$ cat src/raster_pkg.sv
// raster engine shared definitions
// framebuffer geometry, command opcodes and the structs passed between
// the decoder, walker, fragment FIFO and VRAM writer
package raster_pkg;

    // framebuffer geometry
    localparam int FB_WIDTH   = 16;
    localparam int FB_HEIGHT  = 16;
    localparam int FB_PIXELS  = FB_WIDTH * FB_HEIGHT;

    // 12-bit coordinates give 13-bit deltas, 26-bit products, 27-bit edge values
    localparam int COORD_BITS = 12;
    localparam int EDGE_BITS  = 27;

    localparam int FIFO_DEPTH = 8;

    typedef logic signed [COORD_BITS-1:0] coord_t;
    typedef logic [15:0]                  pixel_t;
    typedef logic [31:0]                  vram_addr_t;

    typedef enum logic [7:0] {
        OP_SET_X0      = 8'd0,
        OP_SET_Y0      = 8'd1,
        OP_SET_X1      = 8'd2,
        OP_SET_Y1      = 8'd3,
        OP_SET_X2      = 8'd4,
        OP_SET_Y2      = 8'd5,
        OP_SET_COLOR   = 8'd6,
        OP_SET_FB_ADDR = 8'd7,
        OP_CLEAR       = 8'd8,
        OP_DRAW        = 8'd9
    } opcode_t;

    // command word as seen on the stream
    typedef struct packed {
        opcode_t     opcode;
        logic [6:0]  reserved;
        logic        half;
        logic [15:0] value;
    } cmd_word_t;

    typedef struct packed {
        coord_t x;
        coord_t y;
    } vertex_t;

    // one clear or draw request, snapshot of the decoder registers
    typedef struct packed {
        logic       is_clear;
        vertex_t    v0;
        vertex_t    v1;
        vertex_t    v2;
        pixel_t     color;
        vram_addr_t base;
    } job_t;

    typedef struct packed {
        vram_addr_t addr;
        pixel_t     data;
    } fragment_t;

endpackage

$ cat src/cmd_decoder.sv
`timescale 1ns/1ps

// command decoder
// takes command words, keeps the vertex, colour and base-address registers,
// and hands clear or draw jobs to the walker
module cmd_decoder import raster_pkg::*; (
    input  logic      clk,
    input  logic      reset_i,
    input  logic      cmd_valid_i,
    input  cmd_word_t cmd_data_i,
    output logic      cmd_ready_o,
    output logic      job_valid_o,
    output job_t      job_o,
    input  logic      job_ready_i,
    input  logic      done_i
);

    logic       busy_q;
    logic       accept;
    logic       launch;
    coord_t     coord_val;
    vertex_t    vtx_q [3];
    pixel_t     color_q;
    vram_addr_t base_q;

    assign cmd_ready_o = !busy_q;
    assign accept      = cmd_valid_i && !busy_q;
    assign launch      = accept &&
                         (cmd_data_i.opcode == OP_CLEAR || cmd_data_i.opcode == OP_DRAW);
    assign coord_val   = cmd_data_i.value[COORD_BITS-1:0];

    // busy from job launch until the walker is finished with it
    always_ff @(posedge clk) begin
        if (reset_i) begin
            busy_q      <= 1'b0;
            job_valid_o <= 1'b0;
            base_q      <= '0;
        end else begin
            if (launch) begin
                busy_q      <= 1'b1;
                job_valid_o <= 1'b1;
            end else begin
                if (job_valid_o && job_ready_i) begin
                    job_valid_o <= 1'b0;
                end
                if (done_i) begin
                    busy_q <= 1'b0;
                end
            end
            if (accept && cmd_data_i.opcode == OP_SET_FB_ADDR) begin
                if (cmd_data_i.half) begin
                    base_q[31:16] <= cmd_data_i.value;
                end else begin
                    base_q[15:0] <= cmd_data_i.value;
                end
            end
        end
    end

    always_ff @(posedge clk) begin
        if (accept) begin
            case (cmd_data_i.opcode)
                OP_SET_X0:    vtx_q[0].x <= coord_val;
                OP_SET_Y0:    vtx_q[0].y <= coord_val;
                OP_SET_X1:    vtx_q[1].x <= coord_val;
                OP_SET_Y1:    vtx_q[1].y <= coord_val;
                OP_SET_X2:    vtx_q[2].x <= coord_val;
                OP_SET_Y2:    vtx_q[2].y <= coord_val;
                OP_SET_COLOR: color_q    <= cmd_data_i.value;
                default: begin
                end
            endcase
        end
        if (launch) begin
            job_o.is_clear <= (cmd_data_i.opcode == OP_CLEAR);
            job_o.v0       <= vtx_q[0];
            job_o.v1       <= vtx_q[1];
            job_o.v2       <= vtx_q[2];
            // clear carries its colour in the command itself
            job_o.color    <= (cmd_data_i.opcode == OP_CLEAR) ? cmd_data_i.value : color_q;
            job_o.base     <= base_q;
        end
    end

endmodule

$ cat src/fragment_fifo.sv
`timescale 1ns/1ps

// synchronous FIFO, generic over its payload type
// circular buffer with read and write pointers and an occupancy count
module fragment_fifo import raster_pkg::*; #(
    parameter type payload_t = fragment_t
) (
    input  logic     clk,
    input  logic     reset_i,
    input  logic     push_valid_i,
    input  payload_t push_data_i,
    output logic     push_ready_o,
    output logic     pop_valid_o,
    output payload_t pop_data_o,
    input  logic     pop_ready_i
);

    payload_t                         mem [FIFO_DEPTH];
    logic [$clog2(FIFO_DEPTH)-1:0]    wr_ptr, rd_ptr;
    logic [$clog2(FIFO_DEPTH+1)-1:0]  count;
    logic                             do_push, do_pop;

    assign push_ready_o = (count != FIFO_DEPTH);
    assign pop_valid_o  = (count != 0);
    assign pop_data_o   = mem[rd_ptr];
    assign do_push      = push_valid_i && push_ready_o;
    assign do_pop       = pop_valid_o && pop_ready_i;

    always_ff @(posedge clk) begin
        if (reset_i) begin
            wr_ptr <= '0;
            rd_ptr <= '0;
            count  <= '0;
        end else begin
            if (do_push) begin
                wr_ptr <= (int'(wr_ptr) == FIFO_DEPTH - 1) ? '0 : wr_ptr + 1'b1;
            end
            if (do_pop) begin
                rd_ptr <= (int'(rd_ptr) == FIFO_DEPTH - 1) ? '0 : rd_ptr + 1'b1;
            end
            // simultaneous push and pop leaves the count alone
            case ({do_push, do_pop})
                2'b10:   count <= count + 1'b1;
                2'b01:   count <= count - 1'b1;
                default: count <= count;
            endcase
        end
    end

    always_ff @(posedge clk) begin
        if (do_push) begin
            mem[wr_ptr] <= push_data_i;
        end
    end

endmodule

$ cat src/raster_top.sv
`timescale 1ns/1ps

// pixel engine top level
// command decoder, pixel walker, fragment FIFO and VRAM writer in a chain
module raster_top import raster_pkg::*; (
    input  logic       clk,
    input  logic       reset_i,
    input  logic       cmd_valid_i,
    input  cmd_word_t  cmd_data_i,
    output logic       cmd_ready_o,
    output logic       vram_wr_o,
    output vram_addr_t vram_addr_o,
    output pixel_t     vram_data_o,
    input  logic       vram_wait_i
);

    logic      job_valid, job_ready, done;
    job_t      job;
    logic      push_valid, push_ready;
    fragment_t push_data;
    logic      pop_valid, pop_ready;
    fragment_t pop_data;

    cmd_decoder i_decoder (
        .clk         (clk),
        .reset_i     (reset_i),
        .cmd_valid_i (cmd_valid_i),
        .cmd_data_i  (cmd_data_i),
        .cmd_ready_o (cmd_ready_o),
        .job_valid_o (job_valid),
        .job_o       (job),
        .job_ready_i (job_ready),
        .done_i      (done)
    );

    raster_walker i_walker (
        .clk          (clk),
        .reset_i      (reset_i),
        .job_valid_i  (job_valid),
        .job_i        (job),
        .job_ready_o  (job_ready),
        .done_o       (done),
        .push_valid_o (push_valid),
        .push_data_o  (push_data),
        .push_ready_i (push_ready)
    );

    fragment_fifo #(
        .payload_t (fragment_t)
    ) i_fifo (
        .clk          (clk),
        .reset_i      (reset_i),
        .push_valid_i (push_valid),
        .push_data_i  (push_data),
        .push_ready_o (push_ready),
        .pop_valid_o  (pop_valid),
        .pop_data_o   (pop_data),
        .pop_ready_i  (pop_ready)
    );

    vram_writer i_writer (
        .clk         (clk),
        .reset_i     (reset_i),
        .pop_valid_i (pop_valid),
        .pop_data_i  (pop_data),
        .pop_ready_o (pop_ready),
        .vram_wr_o   (vram_wr_o),
        .vram_addr_o (vram_addr_o),
        .vram_data_o (vram_data_o),
        .vram_wait_i (vram_wait_i)
    );

endmodule

$ cat src/raster_walker.sv
`timescale 1ns/1ps

// pixel walker
// scans the clipped bounding box row by row, tests each pixel against three
// edge functions in a two-stage pipeline and pushes covered pixels as fragments
module raster_walker import raster_pkg::*; (
    input  logic      clk,
    input  logic      reset_i,
    input  logic      job_valid_i,
    input  job_t      job_i,
    output logic      job_ready_o,
    output logic      done_o,
    output logic      push_valid_o,
    output fragment_t push_data_o,
    input  logic      push_ready_i
);

    typedef enum logic [1:0] {ST_IDLE, ST_SETUP, ST_RUN, ST_FLUSH} state_t;

    state_t     state;
    job_t       job_q;
    vertex_t    vtx [3];
    coord_t     box_min_x, box_min_y, box_max_x, box_max_y;
    logic       box_empty;
    coord_t     min_x, max_x, max_y;
    coord_t     px, py;
    logic       last_px;
    logic       stall;
    logic       issue;
    logic       s1_valid, s1_last;
    vram_addr_t s1_addr;
    logic [2:0] edge_neg;
    logic       covered;
    logic       s2_last;

    function automatic coord_t min3(input coord_t a, input coord_t b, input coord_t c);
        coord_t m;
        m = (a < b) ? a : b;
        return (m < c) ? m : c;
    endfunction

    function automatic coord_t max3(input coord_t a, input coord_t b, input coord_t c);
        coord_t m;
        m = (a > b) ? a : b;
        return (m > c) ? m : c;
    endfunction

    assign vtx[0] = job_q.v0;
    assign vtx[1] = job_q.v1;
    assign vtx[2] = job_q.v2;

    // bounding box clipped to the framebuffer, whole frame for clear
    always_comb begin
        if (job_q.is_clear) begin
            box_min_x = '0;
            box_min_y = '0;
            box_max_x = coord_t'(FB_WIDTH - 1);
            box_max_y = coord_t'(FB_HEIGHT - 1);
        end else begin
            box_min_x = min3(vtx[0].x, vtx[1].x, vtx[2].x);
            box_min_y = min3(vtx[0].y, vtx[1].y, vtx[2].y);
            box_max_x = max3(vtx[0].x, vtx[1].x, vtx[2].x);
            box_max_y = max3(vtx[0].y, vtx[1].y, vtx[2].y);
            if (box_min_x < 0) begin
                box_min_x = '0;
            end
            if (box_min_y < 0) begin
                box_min_y = '0;
            end
            if (box_max_x > coord_t'(FB_WIDTH - 1)) begin
                box_max_x = coord_t'(FB_WIDTH - 1);
            end
            if (box_max_y > coord_t'(FB_HEIGHT - 1)) begin
                box_max_y = coord_t'(FB_HEIGHT - 1);
            end
        end
        box_empty = (box_min_x > box_max_x) || (box_min_y > box_max_y);
    end

    assign job_ready_o = (state == ST_IDLE);
    assign stall       = push_valid_o && !push_ready_i;
    assign issue       = (state == ST_RUN);
    assign last_px     = (px == max_x) && (py == max_y);
    assign covered     = job_q.is_clear || !(|edge_neg);
    assign done_o      = (s2_last && !stall) || (state == ST_SETUP && box_empty);

    // edge i runs from vertex i+1 to vertex i+2, two products per edge in stage 1
    for (genvar i = 0; i < 3; i++) begin : g_edge
        logic signed [COORD_BITS:0]  dpx, dpy, dex, dey;
        logic signed [EDGE_BITS-1:0] prod_a_q, prod_b_q;
        logic signed [EDGE_BITS-1:0] w;

        assign dpx = px - vtx[(i + 1) % 3].x;
        assign dpy = py - vtx[(i + 1) % 3].y;
        assign dex = vtx[(i + 2) % 3].x - vtx[(i + 1) % 3].x;
        assign dey = vtx[(i + 2) % 3].y - vtx[(i + 1) % 3].y;

        always_ff @(posedge clk) begin
            if (!stall) begin
                prod_a_q <= dpx * dey;
                prod_b_q <= dpy * dex;
            end
        end

        assign w           = prod_a_q - prod_b_q;
        assign edge_neg[i] = w[EDGE_BITS-1];
    end

    always_ff @(posedge clk) begin
        if (reset_i) begin
            state <= ST_IDLE;
        end else begin
            case (state)
                ST_IDLE: begin
                    if (job_valid_i) begin
                        state <= ST_SETUP;
                    end
                end
                ST_SETUP: state <= box_empty ? ST_IDLE : ST_RUN;
                ST_RUN: begin
                    if (!stall && last_px) begin
                        state <= ST_FLUSH;
                    end
                end
                ST_FLUSH: begin
                    if (done_o) begin
                        state <= ST_IDLE;
                    end
                end
                default: state <= ST_IDLE;
            endcase
        end
    end

    // pipeline valid and last flags
    always_ff @(posedge clk) begin
        if (reset_i) begin
            s1_valid     <= 1'b0;
            s1_last      <= 1'b0;
            s2_last      <= 1'b0;
            push_valid_o <= 1'b0;
        end else if (!stall) begin
            s1_valid     <= issue;
            s1_last      <= issue && last_px;
            s2_last      <= s1_last;
            push_valid_o <= s1_valid && covered;
        end
    end

    always_ff @(posedge clk) begin
        if (job_valid_i && job_ready_o) begin
            job_q <= job_i;
        end
        if (state == ST_SETUP) begin
            min_x <= box_min_x;
            max_x <= box_max_x;
            max_y <= box_max_y;
            px    <= box_min_x;
            py    <= box_min_y;
        end else if (issue && !stall) begin
            if (px == max_x) begin
                px <= min_x;
                py <= py + coord_t'(1);
            end else begin
                px <= px + coord_t'(1);
            end
        end
        if (!stall) begin
            s1_addr <= job_q.base + vram_addr_t'(py) * FB_WIDTH + vram_addr_t'(px);
            push_data_o.addr <= s1_addr;
            push_data_o.data <= job_q.color;
        end
    end

endmodule

$ cat src/vram_writer.sv
`timescale 1ns/1ps

// VRAM write port driver
// pops fragments into a registered write port and holds it while the memory waits
module vram_writer import raster_pkg::*; (
    input  logic       clk,
    input  logic       reset_i,
    input  logic       pop_valid_i,
    input  fragment_t  pop_data_i,
    output logic       pop_ready_o,
    output logic       vram_wr_o,
    output vram_addr_t vram_addr_o,
    output pixel_t     vram_data_o,
    input  logic       vram_wait_i
);

    logic load;

    // port is free when empty or its write completes on this edge
    assign pop_ready_o = !vram_wr_o || !vram_wait_i;
    assign load        = pop_valid_i && pop_ready_o;

    always_ff @(posedge clk) begin
        if (reset_i) begin
            vram_wr_o <= 1'b0;
        end else if (load) begin
            vram_wr_o <= 1'b1;
        end else if (!vram_wait_i) begin
            vram_wr_o <= 1'b0;
        end
    end

    always_ff @(posedge clk) begin
        if (load) begin
            vram_addr_o <= pop_data_i.addr;
            vram_data_o <= pop_data_i.data;
        end
    end

endmodule

$ cat config.mk
export PLATFORM = sky130hd
export DESIGN_NAME = raster_top
export DESIGN_NICKNAME = d
export VERILOG_FILES = /design/src/raster_pkg.sv /design/src/cmd_decoder.sv /design/src/fragment_fifo.sv /design/src/raster_top.sv /design/src/raster_walker.sv /design/src/vram_writer.sv
export SDC_FILE = /design/constraint.sdc
export NUM_CORES = 2
export LEC_CHECK = 0
export BUFFER_PORTS_ARGS = -buffer_cell sky130_fd_sc_hd__buf_2
export CORE_ASPECT_RATIO = 1.4
export CORE_MARGIN = 3
export CORE_UTILIZATION = 25
export CTS_CLUSTER_SIZE = 10
export DETAILED_ROUTE_END_ITERATION = 10
export GPL_TIMING_DRIVEN = 0
export SLEW_MARGIN = 5
export SYNTH_ARGS = -nofsm -noshare
export SYNTH_HDL_FRONTEND = slang
export SYNTH_SLANG_ARGS = --single-unit
$ cat constraint.sdc
create_clock -name clk -period 20.2 [get_ports clk]
set_input_delay 3.03 -clock clk [delete_from_list [all_inputs] [get_ports clk]]
set_output_delay 3.03 -clock clk [all_outputs]
set_load 0.1 [all_outputs]
==> flow_metrics.py <==
metrics = {
    "run_status": {
        "outcome": "finished, violations left",
        "violations": "design-rule violations",
    },
    "floorplanning": {
        "placement_rows": 258,
        "core_area_mm2": 0.3528,
        "initial_core_util_pct": 25.11,
        "die_h_um": 710.3,
        "ios": 86,
        "dieWidth_um": 509.1,
        "die_area_mm2": 0.3616,
    },
    "yosys": {
        "yosysUniqueCellTypes": 84,
        "synth.area.top_cells": "edfxtp_1 36%, fa_1 23%, ha_1 10%",
        "synth_seq_area_share_pct": 36.98,
        "syn-instance-count": 7605,
        "postSynth.asyncResetShare_pct": 0,
        "synth_top_cell_area_share_pct": 35.83,
        "synth_top_cell_by_area": "edfxtp_1",
        "commonest_cells_post_synth": "1249 x inv_1, 1057 x edfxtp_1, 1017 x fa_1",
        "synth-warning-count": 0,
        "ys_flop_type": "edfxtp_1",
        "synth.most_common_cell": "inv_1",
        "synth.net_count": 9387,
        "netlist_area_mm2": 0.08859,
        "syn_area_per_cell_um2": 11.65,
        "synth-seq-cells": 1108,
        "synth-edff-count": 1057,
    },
    "placed_design": {
        "port_buffers": 76,
        "hpwlAfterDp_um": 187700,
        "dpl_cell_area_mm2": 0.09592,
        "final_replace_weighted_congestion": 0.9499,
        "placement.setup.worst_slack_ns": 10.14,
    },
    "final_layout": {
        "post_route_utilization_pct": 28.32,
        "ratio_of_cells_with_drive_above_1_in_the_final_layout_pct": 7.167,
        "area_delta_synth_final_pct": 12.77,
        "filler_instances": 36240,
        "finalInstanceArea_mm2": 0.09990,
        "num-nets-final": 9692,
    },
    "sta": {
        "final-setup-viol-count": 0,
        "final_hold_viol_count": 0,
        "worst_pin_slew_ns": 1.316,
        "fin_hold_ws_ns": 0.3376,
        "finalMaxSlewViolations": 0,
        "max_freq_ghz": 0.09975,
        "finalCriticalPeriod_ns": 10.02,
        "fin_setup_tns_ns": 0,
        "max-slew-margin-rel_pct": 11.92,
        "layout_worst_path_cycle_share_pct": 49.63,
        "grt_setup_unrepaired": "false",
        "timing.final.ws_setup_ns": 10.18,
        "finClkSkew_ns": 0.09084,
    },
    "critical_path": {
        "worst_ep_required_time_ns": 20.63,
        "cp_slowest_cell": "xor2_1",
        "type_of_element_launching_the_critical_path": "flip-flop",
        "worstPathBufferInverterCount": 7,
        "path_delay_family": "adder cells",
        "crit_path_arrival_time_ns": 10.46,
        "worst_setup_path_end_kind": "flip-flop",
        "critical_path_peak_fanout": 9,
        "timing.critical_path.slowest_cell_delay_ns": 0.75,
        "timing_worst_setup_path_type": "flip-flop to flip-flop",
    },
    "clocking": {
        "post_cts_setup_repair_buffer_count": 0,
        "clkTransAtPathRegs_ns": 0.06,
        "cts-htree-levels": 4,
        "cts_tree": "built",
        "cts_root_buf": "clkbuf_16",
        "clk-insertion-delay-late_ns": 0.83,
        "clock_tree.buffer_depth": 4,
        "numClockSinks": 1108,
        "postCtsHoldBufs": 0,
        "ctsResizeCount": 0,
        "tritoncts.num_buffers": 141,
    },
    "grt": {
        "grt_pass1_wl_um": 363700,
        "grt_pass1_vias": 60420,
        "grt.overflow.total": 0,
        "largest_net_degree_at_the_start_of_global_routing": 110,
        "grt_antenna_before_repair": 31,
        "globalRouteTotalUtil_pct": 13.09,
    },
    "drt": {
        "post_drt_wl_per_cell_um": 18.59,
        "vias_per_cell": 4.501,
        "drtPass1Iterations": 11,
        "drcViolationCount": 1,
        "postRouteAntennaNets": 0,
        "via_count": 56970,
        "wirelength_um": 235300,
        "first_iter_violations": 4125,
    },
    "power_and_ir_drop": {
        "cellPowerDensity_mw_per_mm2": 65.91,
        "max-vdd-ir-drop_mv": 0.09315,
        "power.leakage_uw": 0.04169,
    },
    "job": {
        "max_cap_violations": 0,
    },
    "worst_hold_path": {
        "worstHoldPathType": "flip-flop to flip-flop",
    },
}
-- cells by family after synthesis --
| logic type | share of synthesized area (%) |
|---|---|
| adder cells (fa/ha/maj) | 33.28 |
| XOR/XNOR | 4.024 |
| AO/OA/AOI/OAI | 6.063 |
| flip-flops | 36.98 |
| multiplexers | 3.904 |
| buffers and inverters | 6.082 |
| AND/OR/NAND/NOR | 9.668 |
-- cell type report --
class / count / area [um2] / share of cell area, %
antenna: 11 / 27.53 / 0.02755
buffer: 176 / 691.9 / 0.6926
clock buffer: 183 / 3707 / 3.711
clock inverter: 17 / 245.2 / 0.2455
inverter: 1251 / 4705 / 4.709
multi-input combinational: 5070 / 50520 / 50.57
sequential: 1108 / 32760 / 32.79
tap: 4680 / 5856 / 5.861
timing repair buffer: 162 / 1389 / 1.390
-- report_power, final --
part | switching (uW) | internal [uW]
registers | 57.0 | 2700
logic | 1030 | 544
clock network | 918 | 1340
total | 2010 | 4580
-- worst register-to-register path, delay by kind of cell (launching register included) --
family / cells / cell delay, ns
AND/OR/NAND/NOR: 5 / 0.77
AO/OA/AOI/OAI: 11 / 2.68
flip-flops: 1 / 0.54
buffers and inverters: 7 / 0.83
XOR/XNOR: 1 / 0.75
adder cells (fa/ha/maj): 9 / 4.17
-- layout by cell type, fill, tap and decap left out, types with 112 or more instances in the layout --
master	synthesis	final
inv_1	1249	1247
edfxtp_1	1057	1057
fa_1	1017	1017
ha_1	729	729
nand2_1	718	718
nor2_1	528	521
xnor2_1	283	283
a21oi_1	219	219
clkbuf_1	150	191
o21ai_0	166	164
clkbuf_16	0	142
xor2_1	124	124
nor2b_1	124	123
a21o_1	112	112
-- state kept, by name, summed over array words and instances (netlist names), 16 cells and up, named ones only --
| name | count |
|---|---|
| i_walker.job_q | 121 |
| i_decoder.job_o | 121 |
| i_walker.s1_addr | 32 |
| i_writer.vram_data_o | 16 |
| i_decoder.color_q | 16 |
| i_decoder.vtx_q | 72 |
| i_walker.g_edge.prod_b_q | 78 |
| i_fifo.mem | 384 |
| i_writer.vram_addr_o | 32 |
| i_decoder.base_q | 32 |
| i_walker.push_data_o | 48 |
| i_walker.g_edge.prod_a_q | 78 |
-- through the flow --
stage                     std cells  total power, uW
after floorplan                7605             3983
after global placement        12360             4384
after detailed placement      12450             4405
after CTS                     12650             6684
after global routing          12650             6900
final                         12660             6585
-- metal layers --
metal	vias up	share of wire (%)	GRT usage (%)	wire length, um
met2	1758	51	23.47	119600
met4	18	5.9	6.582	13850
met1	28670	37	15.01	87690
li1	25910	-	-	-
met3	612	6.0	2.032	14030
met5	-	0.044	0	104
-- worst paths after layout --
kind	start	end	slack, ns	depth (start not counted)
worst max-delay path	i_walker.py[0]	i_walker.g_edge[0].prod_b_q[25]	10.18	33
worst min-delay path	i_decoder.job_o[16]	i_walker.job_q[16]	0.34	0
worst max register to register	i_walker.py[0]	i_walker.g_edge[0].prod_b_q[25]	10.18	33
worst min register to register	i_decoder.job_o[16]	i_walker.job_q[16]	0.34	0
Note: power is estimated with default switching activity, not from simulation.
